<file path="src/idec_defines.svh">
/* Width and field-position macros for the instruction decode stage.
   Included by every decoder module that slices the instruction word. */

`ifndef IDEC_DEFINES_SVH
`define IDEC_DEFINES_SVH

// Datapath widths
`define INSN_W  48
`define ID_W    5
`define REG_W   5
`define CONST_W 64
`define LEN_W   3

// Primary opcode
`define OP_HI   5
`define OP_LO   0

// Length code, 00 marks the base 32-bit form
`define L2_HI   7
`define L2_LO   6

// Function code of R2 and MEMNDX forms
`define S2_HI   31
`define S2_LO   26

// Sub-op of the R1 group
`define R1_HI   22
`define R1_LO   18

`endif

</file>
<file path="src/idec_pkg.sv">
/* Opcode, function-code and access-size types shared by the decoders.
   Referenced with scoped names from each module that needs them. */

package idec_pkg;

    // =========================================================================
    // Primary opcodes, anything not listed decodes as "other"
    // =========================================================================
    typedef enum logic [5:0]
    {
        BRK    = 6'h00,
        R2     = 6'h02,
        ADDI   = 6'h04,
        CSRRW  = 6'h05,
        MULI   = 6'h06,
        DIVI   = 6'h07,
        ANDI   = 6'h08,
        ORI    = 6'h09,
        XORI   = 6'h0A,
        FLOAT  = 6'h0F,
        LB     = 6'h13,
        SB     = 6'h15,
        MEMNDX = 6'h16,
        JAL    = 6'h18,
        INC    = 6'h1A,
        Lx     = 6'h20,
        LBU    = 6'h23,
        Sx     = 6'h24,
        LUI    = 6'h27,
        JMP    = 6'h28,
        CALL   = 6'h29,
        RET    = 6'h2A,
        CAS    = 6'h2C,
        Bcc    = 6'h30,
        BEQI   = 6'h32
    } opcode_e;

    // Register-register function codes
    typedef enum logic [5:0]
    {
        R1 = 6'h01, ADD = 6'h04, SUB = 6'h05, AND = 6'h08, OR = 6'h09,
        XOR = 6'h0A, SEI = 6'h11, RTI = 6'h13, MIN = 6'h2C, MAX = 6'h2D,
        SHIFTR = 6'h2F, MUL = 6'h3A, DIV = 6'h3E
    } r2Funct_e;

    // Indexed load/store function codes
    typedef enum logic [5:0]
    {
        LBX = 6'h00, LBUX = 6'h01, LCX = 6'h02, LHX = 6'h04, LWX = 6'h06,
        SBX = 6'h10, SCX = 6'h11, SHX = 6'h12, SWX = 6'h13, CASX = 6'h18
    } ndxFunct_e;

    // R1 group sub-ops
    typedef enum logic [4:0]
    {
        SYNC = 5'h06
    } r1Op_e;

    // =========================================================================
    // Memory access size
    // =========================================================================
    typedef enum logic [2:0]
    {
        BYTE  = 3'd0,
        WYDE  = 3'd1,
        TETRA = 3'd2,
        OCTA  = 3'd3
    } memSize_e;

endpackage

</file>
<file path="src/constExtract.sv">
/* Immediate extraction, constant-present flag and instruction length.
   Stores split the constant around the source register field. */
`timescale 1ns/10ps
`include "idec_defines.svh"

module constExtract
(
    input  logic [`INSN_W-1:0]  instr_i,
    input  logic                isStore_i,
    output logic [`CONST_W-1:0] const_o,
    output logic                hasConst_o,
    output logic [`LEN_W-1:0]   len_o
);

    localparam int WideW   = 30;
    localparam int NarrowW = 14;

    logic [WideW-1:0]   wideImm;
    logic [NarrowW-1:0] narrowImm;
    logic               longForm;

    // Bit 6 set selects the 48-bit form with the wide constant
    assign longForm  = instr_i[`L2_LO];
    assign wideImm   = isStore_i ? {instr_i[47:23], instr_i[17:13]} : instr_i[47:18];
    assign narrowImm = isStore_i ? {instr_i[31:23], instr_i[17:13]} : instr_i[31:18];

    assign const_o = longForm ? {{(`CONST_W-WideW){wideImm[WideW-1]}}, wideImm}
                              : {{(`CONST_W-NarrowW){narrowImm[NarrowW-1]}}, narrowImm};

    always_comb
    begin
        case (idec_pkg::opcode_e'(instr_i[`OP_HI:`OP_LO]))
            idec_pkg::ADDI, idec_pkg::MULI, idec_pkg::DIVI, idec_pkg::ANDI,
            idec_pkg::ORI, idec_pkg::XORI, idec_pkg::LB, idec_pkg::LBU,
            idec_pkg::Lx, idec_pkg::SB, idec_pkg::Sx, idec_pkg::INC,
            idec_pkg::CAS, idec_pkg::JAL, idec_pkg::CALL, idec_pkg::RET:
                hasConst_o = 1'b1;
            default:
                hasConst_o = 1'b0;
        endcase
    end

    // Length in parcels of 8 bits
    always_comb
    begin
        case (instr_i[`L2_HI:`L2_LO])
            2'b00:   len_o = `LEN_W'(4);
            2'b01:   len_o = `LEN_W'(6);
            default: len_o = `LEN_W'(2);
        endcase
    end

endmodule

</file>
<file path="src/instrDecoder.sv">
/* Instruction decode stage top level. Decodes one instruction per cycle
   and presents every field registered, one clock after idv_i. */
`timescale 1ns/10ps
`include "idec_defines.svh"

module instrDecoder
(
    input  logic                clk,
    input  logic                rstN_i,
    input  logic                idv_i,
    input  logic [`ID_W-1:0]    id_i,
    input  logic [`INSN_W-1:0]  instr_i,
    input  logic [`REG_W-1:0]   rt_i,
    output logic                idv_o,
    output logic [`ID_W-1:0]    id_o,
    output logic                isAlu_o, alu0Only_o, isFpu_o, flowCtrl_o,
    output logic                isBranch_o, isJmp_o, isJal_o, isRet_o,
    output logic                isBrk_o, isIrq_o, isRti_o, branchTarget_o,
    output logic                isSync_o, isSei_o,
    output logic                isLoad_o, isStore_o, isMem_o, isMemNdx_o, isRmw_o,
    output idec_pkg::memSize_e  memSize_o,
    output logic [`CONST_W-1:0] const_o,
    output logic                hasConst_o,
    output logic [`LEN_W-1:0]   len_o,
    output logic                regFileWrite_o, preload_o
);

    localparam int NumFlags = 22;

    logic isAluNxt, alu0OnlyNxt, isFpuNxt, flowCtrlNxt, isBranchNxt, isJmpNxt;
    logic isJalNxt, isRetNxt, isBrkNxt, isIrqNxt, isRtiNxt, branchTargetNxt;
    logic isSyncNxt, isSeiNxt, aluWriteNxt;
    logic isLoadNxt, isStoreNxt, isMemNxt, isMemNdxNxt, isRmwNxt, memWriteNxt;
    logic hasConstNxt, regFileWriteNxt, preloadNxt;

    idec_pkg::memSize_e  memSizeNxt;
    logic [`CONST_W-1:0] constNxt;
    logic [`LEN_W-1:0]   lenNxt;
    logic [NumFlags-1:0] flagsNxt;
    logic [NumFlags-1:0] flagsQ;

    // =========================================================================
    // Decoders
    // =========================================================================
    opClassify u_opClassify
    (
        .instr_i       (instr_i),
        .isAlu_o       (isAluNxt),      .alu0Only_o   (alu0OnlyNxt),
        .isFpu_o       (isFpuNxt),      .flowCtrl_o   (flowCtrlNxt),
        .isBranch_o    (isBranchNxt),   .isJmp_o      (isJmpNxt),
        .isJal_o       (isJalNxt),      .isRet_o      (isRetNxt),
        .isBrk_o       (isBrkNxt),      .isIrq_o      (isIrqNxt),
        .isRti_o       (isRtiNxt),      .branchTarget_o (branchTargetNxt),
        .isSync_o      (isSyncNxt),     .isSei_o      (isSeiNxt),
        .aluWrite_o    (aluWriteNxt)
    );

    memDecode u_memDecode
    (
        .instr_i       (instr_i),
        .isLoad_o      (isLoadNxt),     .isStore_o    (isStoreNxt),
        .isMem_o       (isMemNxt),      .isMemNdx_o   (isMemNdxNxt),
        .isRmw_o       (isRmwNxt),      .memWrite_o   (memWriteNxt),
        .memSize_o     (memSizeNxt)
    );

    constExtract u_constExtract
    (
        .instr_i       (instr_i),
        .isStore_i     (isStoreNxt),
        .const_o       (constNxt),
        .hasConst_o    (hasConstNxt),
        .len_o         (lenNxt)
    );

    // Writes to r0 are dropped, a load to r0 only warms the cache
    assign regFileWriteNxt = (aluWriteNxt || memWriteNxt) && (rt_i != '0);
    assign preloadNxt      = isLoadNxt && (rt_i == '0);

    assign flagsNxt = {isAluNxt, alu0OnlyNxt, isFpuNxt, flowCtrlNxt, isBranchNxt,
                       isJmpNxt, isJalNxt, isRetNxt, isBrkNxt, isIrqNxt, isRtiNxt,
                       branchTargetNxt, isSyncNxt, isSeiNxt, isLoadNxt, isStoreNxt,
                       isMemNxt, isMemNdxNxt, isRmwNxt, hasConstNxt, regFileWriteNxt,
                       preloadNxt};

    // =========================================================================
    // Output register
    // =========================================================================
    always_ff @(posedge clk)
    begin
        if (!rstN_i)
        begin
            idv_o     <= 1'b0;
            id_o      <= '0;
            flagsQ    <= '0;
            memSize_o <= idec_pkg::BYTE;
            const_o   <= '0;
            len_o     <= '0;
        end
        else
        begin
            // Fields follow instr_i even when idv_i is low
            idv_o     <= idv_i;
            id_o      <= id_i;
            flagsQ    <= flagsNxt;
            memSize_o <= memSizeNxt;
            const_o   <= constNxt;
            len_o     <= lenNxt;
        end
    end

    assign {isAlu_o, alu0Only_o, isFpu_o, flowCtrl_o, isBranch_o, isJmp_o, isJal_o,
            isRet_o, isBrk_o, isIrq_o, isRti_o, branchTarget_o, isSync_o, isSei_o,
            isLoad_o, isStore_o, isMem_o, isMemNdx_o, isRmw_o, hasConst_o,
            regFileWrite_o, preload_o} = flagsQ;

endmodule

</file>
<file path="src/memDecode.sv">
/* Load, store and read-modify-write detection plus access-size decode.
   Combinational; isStore also steers the constant layout. */
`timescale 1ns/10ps
`include "idec_defines.svh"

module memDecode
(
    input  logic [`INSN_W-1:0] instr_i,
    output logic               isLoad_o, isStore_o, isMem_o,
    output logic               isMemNdx_o, isRmw_o, memWrite_o,
    output idec_pkg::memSize_e memSize_o
);

    idec_pkg::opcode_e   opcode;
    idec_pkg::ndxFunct_e ndxFunct;
    logic                len0Ndx;
    logic                ndxLoad;
    logic                ndxStore;
    logic                ndxCas;
    idec_pkg::memSize_e  ndxSize;

    // Size code of the Lx and Sx forms
    function automatic idec_pkg::memSize_e sizeFromBits(input logic [2:0] sizeBits);
        casez (sizeBits)
            3'b100:  return idec_pkg::OCTA;
            3'b?10:  return idec_pkg::TETRA;
            3'b??1:  return idec_pkg::WYDE;
            default: return idec_pkg::OCTA;
        endcase
    endfunction

    assign opcode   = idec_pkg::opcode_e'(instr_i[`OP_HI:`OP_LO]);
    assign ndxFunct = idec_pkg::ndxFunct_e'(instr_i[`S2_HI:`S2_LO]);
    assign len0Ndx  = (opcode == idec_pkg::MEMNDX) && (instr_i[`L2_HI:`L2_LO] == 2'b00);

    // =========================================================================
    // Indexed forms
    // =========================================================================
    always_comb
    begin
        ndxLoad  = 1'b0;
        ndxStore = 1'b0;
        ndxCas   = 1'b0;
        ndxSize  = idec_pkg::OCTA;
        case (ndxFunct)
            idec_pkg::LBX, idec_pkg::LBUX:
            begin
                ndxLoad = 1'b1;
                ndxSize = idec_pkg::BYTE;
            end
            idec_pkg::LCX:
            begin
                ndxLoad = 1'b1;
                ndxSize = idec_pkg::WYDE;
            end
            idec_pkg::LHX:
            begin
                ndxLoad = 1'b1;
                ndxSize = idec_pkg::TETRA;
            end
            idec_pkg::LWX:
                ndxLoad = 1'b1;
            idec_pkg::SBX:
            begin
                ndxStore = 1'b1;
                ndxSize  = idec_pkg::BYTE;
            end
            idec_pkg::SCX:
            begin
                ndxStore = 1'b1;
                ndxSize  = idec_pkg::WYDE;
            end
            idec_pkg::SHX:
            begin
                ndxStore = 1'b1;
                ndxSize  = idec_pkg::TETRA;
            end
            idec_pkg::SWX:
                ndxStore = 1'b1;
            idec_pkg::CASX:
            begin
                ndxStore = 1'b1;
                ndxCas   = 1'b1;
            end
            default:
                ndxSize = idec_pkg::OCTA;
        endcase
    end

    // =========================================================================
    // Direct forms
    // =========================================================================
    always_comb
    begin
        isLoad_o  = 1'b0;
        isStore_o = 1'b0;
        isMem_o   = 1'b1;
        memSize_o = idec_pkg::OCTA;
        case (opcode)
            idec_pkg::LB, idec_pkg::LBU:
            begin
                isLoad_o  = 1'b1;
                memSize_o = idec_pkg::BYTE;
            end
            idec_pkg::Lx:
            begin
                isLoad_o  = 1'b1;
                memSize_o = sizeFromBits(instr_i[20:18]);
            end
            idec_pkg::SB:
            begin
                isStore_o = 1'b1;
                memSize_o = idec_pkg::BYTE;
            end
            idec_pkg::Sx:
            begin
                isStore_o = 1'b1;
                memSize_o = sizeFromBits(instr_i[15:13]);
            end
            idec_pkg::INC, idec_pkg::CAS:
                isStore_o = 1'b1;
            // Longer indexed forms are memory ops with no further decode
            idec_pkg::MEMNDX:
            begin
                isLoad_o  = len0Ndx && ndxLoad;
                isStore_o = len0Ndx && ndxStore;
                memSize_o = len0Ndx ? ndxSize : idec_pkg::OCTA;
            end
            default:
                isMem_o = 1'b0;
        endcase
    end

    assign isMemNdx_o = (opcode == idec_pkg::MEMNDX);
    assign isRmw_o    = (opcode == idec_pkg::CAS) || (opcode == idec_pkg::INC)
                        || (len0Ndx && ndxCas);
    // CAS returns the old memory value to the target register
    assign memWrite_o = isLoad_o || (opcode == idec_pkg::CAS) || (len0Ndx && ndxCas);

endmodule

</file>
<file path="src/opClassify.sv">
/* Functional-unit class and flow-control decode of one instruction.
   Combinational; instrDecoder registers the results. */
`timescale 1ns/10ps
`include "idec_defines.svh"

module opClassify
(
    input  logic [`INSN_W-1:0] instr_i,
    output logic               isAlu_o, alu0Only_o, isFpu_o, flowCtrl_o,
    output logic               isBranch_o, isJmp_o, isJal_o, isRet_o,
    output logic               isBrk_o, isIrq_o, isRti_o, branchTarget_o,
    output logic               isSync_o, isSei_o, aluWrite_o
);

    idec_pkg::opcode_e  opcode;
    idec_pkg::r2Funct_e funct;
    idec_pkg::r1Op_e    r1Op;
    logic               isLen0;
    logic               isR2;
    logic               len0R2;
    logic               r2Alu0;
    logic               r2Write;

    assign opcode = idec_pkg::opcode_e'(instr_i[`OP_HI:`OP_LO]);
    assign funct  = idec_pkg::r2Funct_e'(instr_i[`S2_HI:`S2_LO]);
    assign r1Op   = idec_pkg::r1Op_e'(instr_i[`R1_HI:`R1_LO]);
    assign isLen0 = (instr_i[`L2_HI:`L2_LO] == 2'b00);
    assign isR2   = (opcode == idec_pkg::R2);
    assign len0R2 = isR2 && isLen0;

    // =========================================================================
    // Control transfer
    // =========================================================================
    assign isBrk_o    = (opcode == idec_pkg::BRK);
    // Software break with a zero cause field is an interrupt
    assign isIrq_o    = isBrk_o && (instr_i[23:20] == 4'h0);
    assign isRti_o    = isR2 && (funct == idec_pkg::RTI);
    assign isJmp_o    = (opcode == idec_pkg::JMP);
    assign isJal_o    = (opcode == idec_pkg::JAL);
    assign isRet_o    = (opcode == idec_pkg::RET);
    assign isBranch_o = (opcode == idec_pkg::Bcc) || (opcode == idec_pkg::BEQI);

    // Targets not known at fetch, the branch target buffer learns these
    assign branchTarget_o = isJal_o || isRet_o || isBrk_o || isRti_o;

    assign isSync_o = (len0R2 && (funct == idec_pkg::R1) && (r1Op == idec_pkg::SYNC))
                      || isBrk_o || isRti_o;
    assign isSei_o  = len0R2 && (funct == idec_pkg::SEI);

    always_comb
    begin
        case (opcode)
            idec_pkg::BRK, idec_pkg::Bcc, idec_pkg::BEQI, idec_pkg::JAL,
            idec_pkg::JMP, idec_pkg::CALL, idec_pkg::RET:
                flowCtrl_o = 1'b1;
            default:
                flowCtrl_o = isRti_o;
        endcase
    end

    // =========================================================================
    // Unit class and register write
    // =========================================================================
    assign isFpu_o = (opcode == idec_pkg::FLOAT);
    // Flow control and float ops are the only ones kept off the ALUs
    assign isAlu_o = !(flowCtrl_o || isFpu_o);

    // R2 functs that need ALU0 or write a result
    always_comb
    begin
        r2Alu0  = 1'b0;
        r2Write = 1'b0;
        case (funct)
            idec_pkg::MUL, idec_pkg::DIV, idec_pkg::MIN, idec_pkg::MAX,
            idec_pkg::R1, idec_pkg::SHIFTR:
            begin
                r2Alu0  = 1'b1;
                r2Write = 1'b1;
            end
            idec_pkg::ADD, idec_pkg::SUB, idec_pkg::AND, idec_pkg::OR,
            idec_pkg::XOR, idec_pkg::SEI:
                r2Write = 1'b1;
            default:
                r2Write = 1'b0;
        endcase
    end

    always_comb
    begin
        alu0Only_o = 1'b0;
        aluWrite_o = 1'b0;
        case (opcode)
            idec_pkg::R2:
            begin
                alu0Only_o = isLen0 && r2Alu0;
                aluWrite_o = isLen0 && r2Write;
            end
            idec_pkg::MEMNDX:
                alu0Only_o = 1'b1;
            idec_pkg::MULI, idec_pkg::DIVI, idec_pkg::CSRRW:
            begin
                alu0Only_o = 1'b1;
                aluWrite_o = 1'b1;
            end
            idec_pkg::ADDI, idec_pkg::ANDI, idec_pkg::ORI, idec_pkg::XORI,
            idec_pkg::JAL, idec_pkg::CALL, idec_pkg::RET, idec_pkg::LUI:
                aluWrite_o = 1'b1;
            default:
                aluWrite_o = 1'b0;
        endcase
    end

endmodule

</file>
<file path="config.mk">
export PLATFORM = sky130hd
export DESIGN_NAME = instrDecoder
export DESIGN_NICKNAME = d
export VERILOG_FILES = /design/src/idec_pkg.sv /design/src/constExtract.sv /design/src/instrDecoder.sv /design/src/memDecode.sv /design/src/opClassify.sv
export VERILOG_INCLUDE_DIRS = /design/src
export SDC_FILE = /design/constraint.sdc
export NUM_CORES = 1
export LEC_CHECK = 0
export BUFFER_PORTS_ARGS = -buffer_cell sky130_fd_sc_hd__buf_4
export CORE_MARGIN = 2
export CORE_UTILIZATION = 44
export CTS_CLUSTER_DIAMETER = 200
export DETAILED_ROUTE_END_ITERATION = 6
export GPL_TIMING_DRIVEN = 0
export PLACE_DENSITY = 0.71
export SLEW_MARGIN = 20
export SYNTH_ARGS = -nofsm -noshare
export SYNTH_HDL_FRONTEND = slang
export SYNTH_HIERARCHICAL = 1
export SYNTH_SLANG_ARGS = --single-unit
</file>
<file path="constraint.sdc">
create_clock -name clk -period 4.9 [get_ports clk]
set_clock_uncertainty 0.05 [all_clocks]
set_input_delay 0.735 -clock clk [delete_from_list [all_inputs] [get_ports clk]]
set_output_delay 0.735 -clock clk [all_outputs]
set_load 0.02 [all_outputs]
</file>
# Word-level counts from Yosys, hierarchy flattened
# Memory sizes are Yosys's and may differ from the RTL's. A register that Yosys moved wholly into a read port is not among the register bits.
# Index checks and enable logic that the tools add are counted.
# classes
n_reduce_logical,48
bitwise_logic,0
n_lt_le_gt_ge,0
div_mod_pow,0
n_shift,0
add_sub_neg,0
n_mul,0
mux,20
eq_ne,46
# op_table
cell,n
$eq 6x6->1 const B,15
$mux 64,1
$eq 6x5->1 const B,10
$eq 6x3->1 const B,7
$eq 6x4->1 const B,7
$logic_and 1x1->1,14
$eq 6x2->1 const B,2
$logic_not 6->1,2
$logic_or 1x1->1,12
$pmux 3 s4,1
$reduce_or 12->1,1
$reduce_or 11->1,1
$mux 5,2
$reduce_or 5->1,2
$reduce_or 3->1,3
$pmux 1 s2,4
$pmux 2 s2,2
$reduce_or 4->1,2
$reduce_or 8->1,1
$mux 1,7
$reduce_or 7->1,1
$eq 6x1->1 const B,1
$pmux 2 s3,1
$pmux 3 s2,1
other kinds (11),14
# totals
ff_bits,98
mem_bits_ro,64
mem_count,1
latchBits,0
mem_bits_rw,0
in_bits,61
# mem_list
memory,depth,word_bits,rd,rd_ports_with_merged_regs,write_ports,line_no,source
(no name shown),64,1,1,1,0,constExtract.sv:32,case (idec_pkg::opcode_e'(instr_i[`OP_HI:`OP_LO]))

# Logic depth before layout (Yosys ltp)
# depth
ltp_word,9
mapped_depth,7
mapped_depth_nobuf,7

# Modules after synthesis
# The synthesis kept the hierarchy.
# modules_own_cells
mod,cells_per_inst,n_inst,area_per_inst_um2
instrDecoder,209,1,2651.3
constExtract,107,1,684.4
opClassify,75,1,473.0
memDecode,48,1,339.1

# Worst setup path after synthesis
# OpenSTA, ideal clock, no wires.
# synth_timing
path_type,input to register
start,input instr_i[7]
end,register const_o[0]
required_ns,4.735
n_path_buf,0
path_slack_ns,2.314
t_arrival_ns,2.422
setup_ns,0.115
path_stages,6
cell_sequence,or4b_1 > or3_1 > o31ai_2 > a311o_2 > mux2_2 > and2_1
# synth_via
elab_chain_cells,6
elab_cells_between_ends,7
# synth_lines
item,line_no,source
start: declaration,instrDecoder.sv:12,"input logic [`INSN_W-1:0] instr_i,"
$logic_not 2->1 (*),memDecode.sv:34,assign len0Ndx = (opcode == idec_pkg::MEMNDX) && (instr_i[`L2_HI:`L2_LO] == 2'b00);
$logic_and 1x1->1 (*),memDecode.sv:34,
$logic_and 1x1->1 (*),memDecode.sv:126,isStore_o = len0Ndx && ndxStore;
$pmux 1 s2 (*),memDecode.sv:99,case (opcode)
net isStoreNxt,instrDecoder.sv:33,"logic isLoadNxt, isStoreNxt, isMemNxt, isMemNdxNxt, isRmwNxt, memWriteNxt;"
$mux 5,"constExtract.sv:24, constExtract.sv:25",
$mux 64 (*),constExtract.sv:27,"assign const_o = longForm ? {{(`CONST_W-WideW){wideImm[WideW-1]}}, wideImm}"
net constNxt[0],instrDecoder.sv:37,logic [`CONST_W-1:0] constNxt;
end signal: assignment,instrDecoder.sv:107,const_o <= constNxt;
end: declaration,instrDecoder.sv:22,"output logic [`CONST_W-1:0] const_o,"
# The timed path passes the listed nets; every way through them passes the cells marked *.
# A chain may end at the register's enable or synchronous reset.

# Final worst setup path
# layout_timing
start,input instr_i[7]
end,register const_o[2]
# Same word-level chain as after synthesis.

==> results.ini <==
[final_layout]
n_antenna_cell = 0
fill_cells = 797
nets = 665
fin_util_pct = 61.2
layout-drive-gt1-share_pct = 40.8
final_common_cell = buf_4
fin_cells = 716
final_cell_mix = 198 x buf_4, 98 x dfxtp_1, 95 x and2_1
area_growth_pct = 35.6

[detailed_routing]
drc = 0
drtIter0Drc = 98
antenna_left = 0
num_vias = 3373
via_per_inst = 4.71
first_pass_iters = 4
wirelength_um = 9410
post_drt_wl_per_cell_um = 13.1

[floorplan]
fp.dieW_um = 101
die_h_um = 101
coreArea_um2 = 9200
dieArea_um2 = 10200
initial_core_util_pct = 45.1
top_level_ports = 159
row_count = 35

[sta]
hold_viol_final = 0
tightest_slew_ns = 0.600
rsz0062_at_grt = false
fmax_mhz = 399
period_minus_slack_ns = 2.51
finalSetupViolations = 0
setup_tns_ns = 0
slew_violations = 0
finalCritPeriodShare_pct = 51.2
relSlewSlack_pct = 59.8

[clocking]
cts_resized = 0
cts_tree = yes
numCtsBuffers = 9
cts_setup_buffers = 0
cts_buffer_depth = 2
cts_hold_buffers = 0
htree_levels = 3
cts.sinks = 98
clk_pin_slew_ns = 0.09
root_buffer = clkbuf_8

[setup_path]
cp_num_buf_inv = 1
max_stage_delay_ns = 0.49
cp.arrival_ns = 2.71
path_max_fanout = 6
cp_top_family = simple AND/OR/NAND/NOR gates
cp-start-kind = input pin
startpoint = instr_i[7]
crit_chain = buf_4 > or4b_1 > or3_1 > o31ai_2 > a311o_2 > mux2_2 > and2_1
slowest_stage = or4b_1
criticalPathCategory = in -> reg
required_ns = 5.10
crit_path_end_kind = register

[synth]
yosysUniqueCellTypes = 63
synthMuxAreaShare_pct = 2.11
synth_ff_type = dfxtp_1
synth_nets = 504
synth_top_family_by_area = simple AND/OR/NAND/NOR gates
ys_seq_area_share_pct = 47.3
synth_warnings = 6
synth_fa_ha_area_share_pct = 1.21
ys_seq_elements = 98
avgSynthCellArea_um2 = 9.45
synth_cells = 439
synth_edf_count = 0
synth_xor_area_share_pct = 0.633
synthSimpleGateAreaFrac_pct = 29.2
synthArstFlopShare_pct = 0
synth-compound-area-share_pct = 7.21
syn_area_um2 = 4150

[global_route]
grt_use_total_pct = 18.1
overflow = 0
grt_pass1_vias = 3043
antenna_found_initial = 0
grt_pass1_wl_um = 14500
grt_max_degree = 36

[placed_design]
dp_cells = 700
portBuffers = 150
dp_hpwl_um = 6990
gp_congestion = 0.857

[power_and_ir_drop]
p_per_area_nw_per_um2 = 302
p_leak_nw = 2.72
max-vdd-ir-drop_mv = 0.151

[run]
drv_cap = 0

[hold_path]
hp-class = in -> reg
hp-start = id_i[4]

[run_status]
status = finished, final reports clean

-- metal layers --
| layer | part of all wire [%] | GRT usage, % |
|---|---|---|
| met2 | 50 | 31.5 |
| met1 | 42 | 21.8 |
| met5 | 0 | 0 |
| met4 | 1.8 | 5.82 |
| met3 | 6.0 | 4.51 |
-- cell families (layout without fill, tap and decap cells) --
logic type               count (synthesis)  count (layout)
AND/OR/NAND/NOR                        208             208
flip-flops                              98              98
buffers and inverters                   77             243
AO/OA/AOI/OAI                           39              39
multiplexers                             8               8
adder cells (fa/ha/maj)                  4               4
XOR/XNOR                                 3               3
other                                    2               2
-- synth_stat cells (all sizes together) (2+ instances only) --
| cell | instances | area share [%] |
|---|---|---|
| dfxtp | 98 | 47 |
| and2 | 96 | 15 |
| buf | 60 | 11 |
| nand2 | 48 | 4.3 |
| inv | 12 | 1.1 |
| nor2 | 12 | 1.1 |
| a21oi | 8 | 0.97 |
| nor2b | 7 | 1.1 |
| mux2 | 6 | 1.6 |
| nor4 | 6 | 1.1 |
| o21ai | 6 | 0.72 |
| clkbuf | 5 | 0.51 |
| ha | 4 | 1.2 |
| nand2b | 4 | 0.60 |
| nor3b | 4 | 0.72 |
| nand4b | 3 | 0.63 |
| nor3 | 3 | 0.36 |
| nor4b | 3 | 0.63 |
| o22ai | 3 | 0.45 |
| o32a | 3 | 0.72 |
| or2 | 3 | 0.45 |
| or4 | 3 | 0.63 |
| xor2 | 3 | 0.63 |
| a311o | 2 | 0.51 |
| and3 | 2 | 0.30 |
| conb | 2 | 0.18 |
| mux2i | 2 | 0.48 |
| nand3 | 2 | 0.24 |
| nand3b | 2 | 0.36 |
| nor4bb | 2 | 0.48 |
| o211ai | 2 | 0.48 |
| o221ai | 2 | 0.57 |
| o31ai | 2 | 0.48 |
| or3 | 2 | 0.30 |
-- cell type report --
| type | instances | area [um2] | area share [%] |
|---|---|---|---|
| plain buffers | 65 | 460 | 8.19 |
| well taps | 111 | 139 | 2.47 |
| flip-flops and latches | 98 | 1960 | 34.9 |
| inverters | 12 | 45.0 | 0.801 |
| multi-input cells | 264 | 1680 | 29.9 |
| clock buffers | 9 | 124 | 2.20 |
| clock inverters | 7 | 85.1 | 1.51 |
| repair buffers | 150 | 1130 | 20.0 |
-- state kept, by name, summed over array words and instances (netlist names) --
register and cells:
idv_o 1, id_o 5, memSize_o 3, flagsQ 22, const_o 64, len_o 3
-- path summary, 6_finish.rpt --
path                endpoint  slack [ns]  cells past startpoint
setup / recovery  const_o[2]        2.39                      7
hold / removal       id_o[4]        0.53                      2
-- power by group --
part	leakage [nW]	internal (W)	switching, W
combinational	1.81	0.000163	0.000156
clock	0.0999	0.000245	0.000287
sequential	0.811	0.000838	0.0000119
-- through the flow --
stage | power [W] | hold slack, ns | cell area [um2] | worst slack [ns]
2_1_floorplan | 0.00105 | 0.812 | 4150 | 2.31
3_5_place_dp | 0.00119 | 0.897 | 5410 | 2.02
5_1_grt | 0.00178 | 0.500 | 5620 | 2.32
6_report | 0.00170 | 0.529 | 5620 | 2.39
3_3_place_gp | 0.00118 | 0.893 | 5410 | 2.02
4_1_cts | 0.00172 | 0.510 | 5620 | 2.41
(Power assumes the default switching activity.)
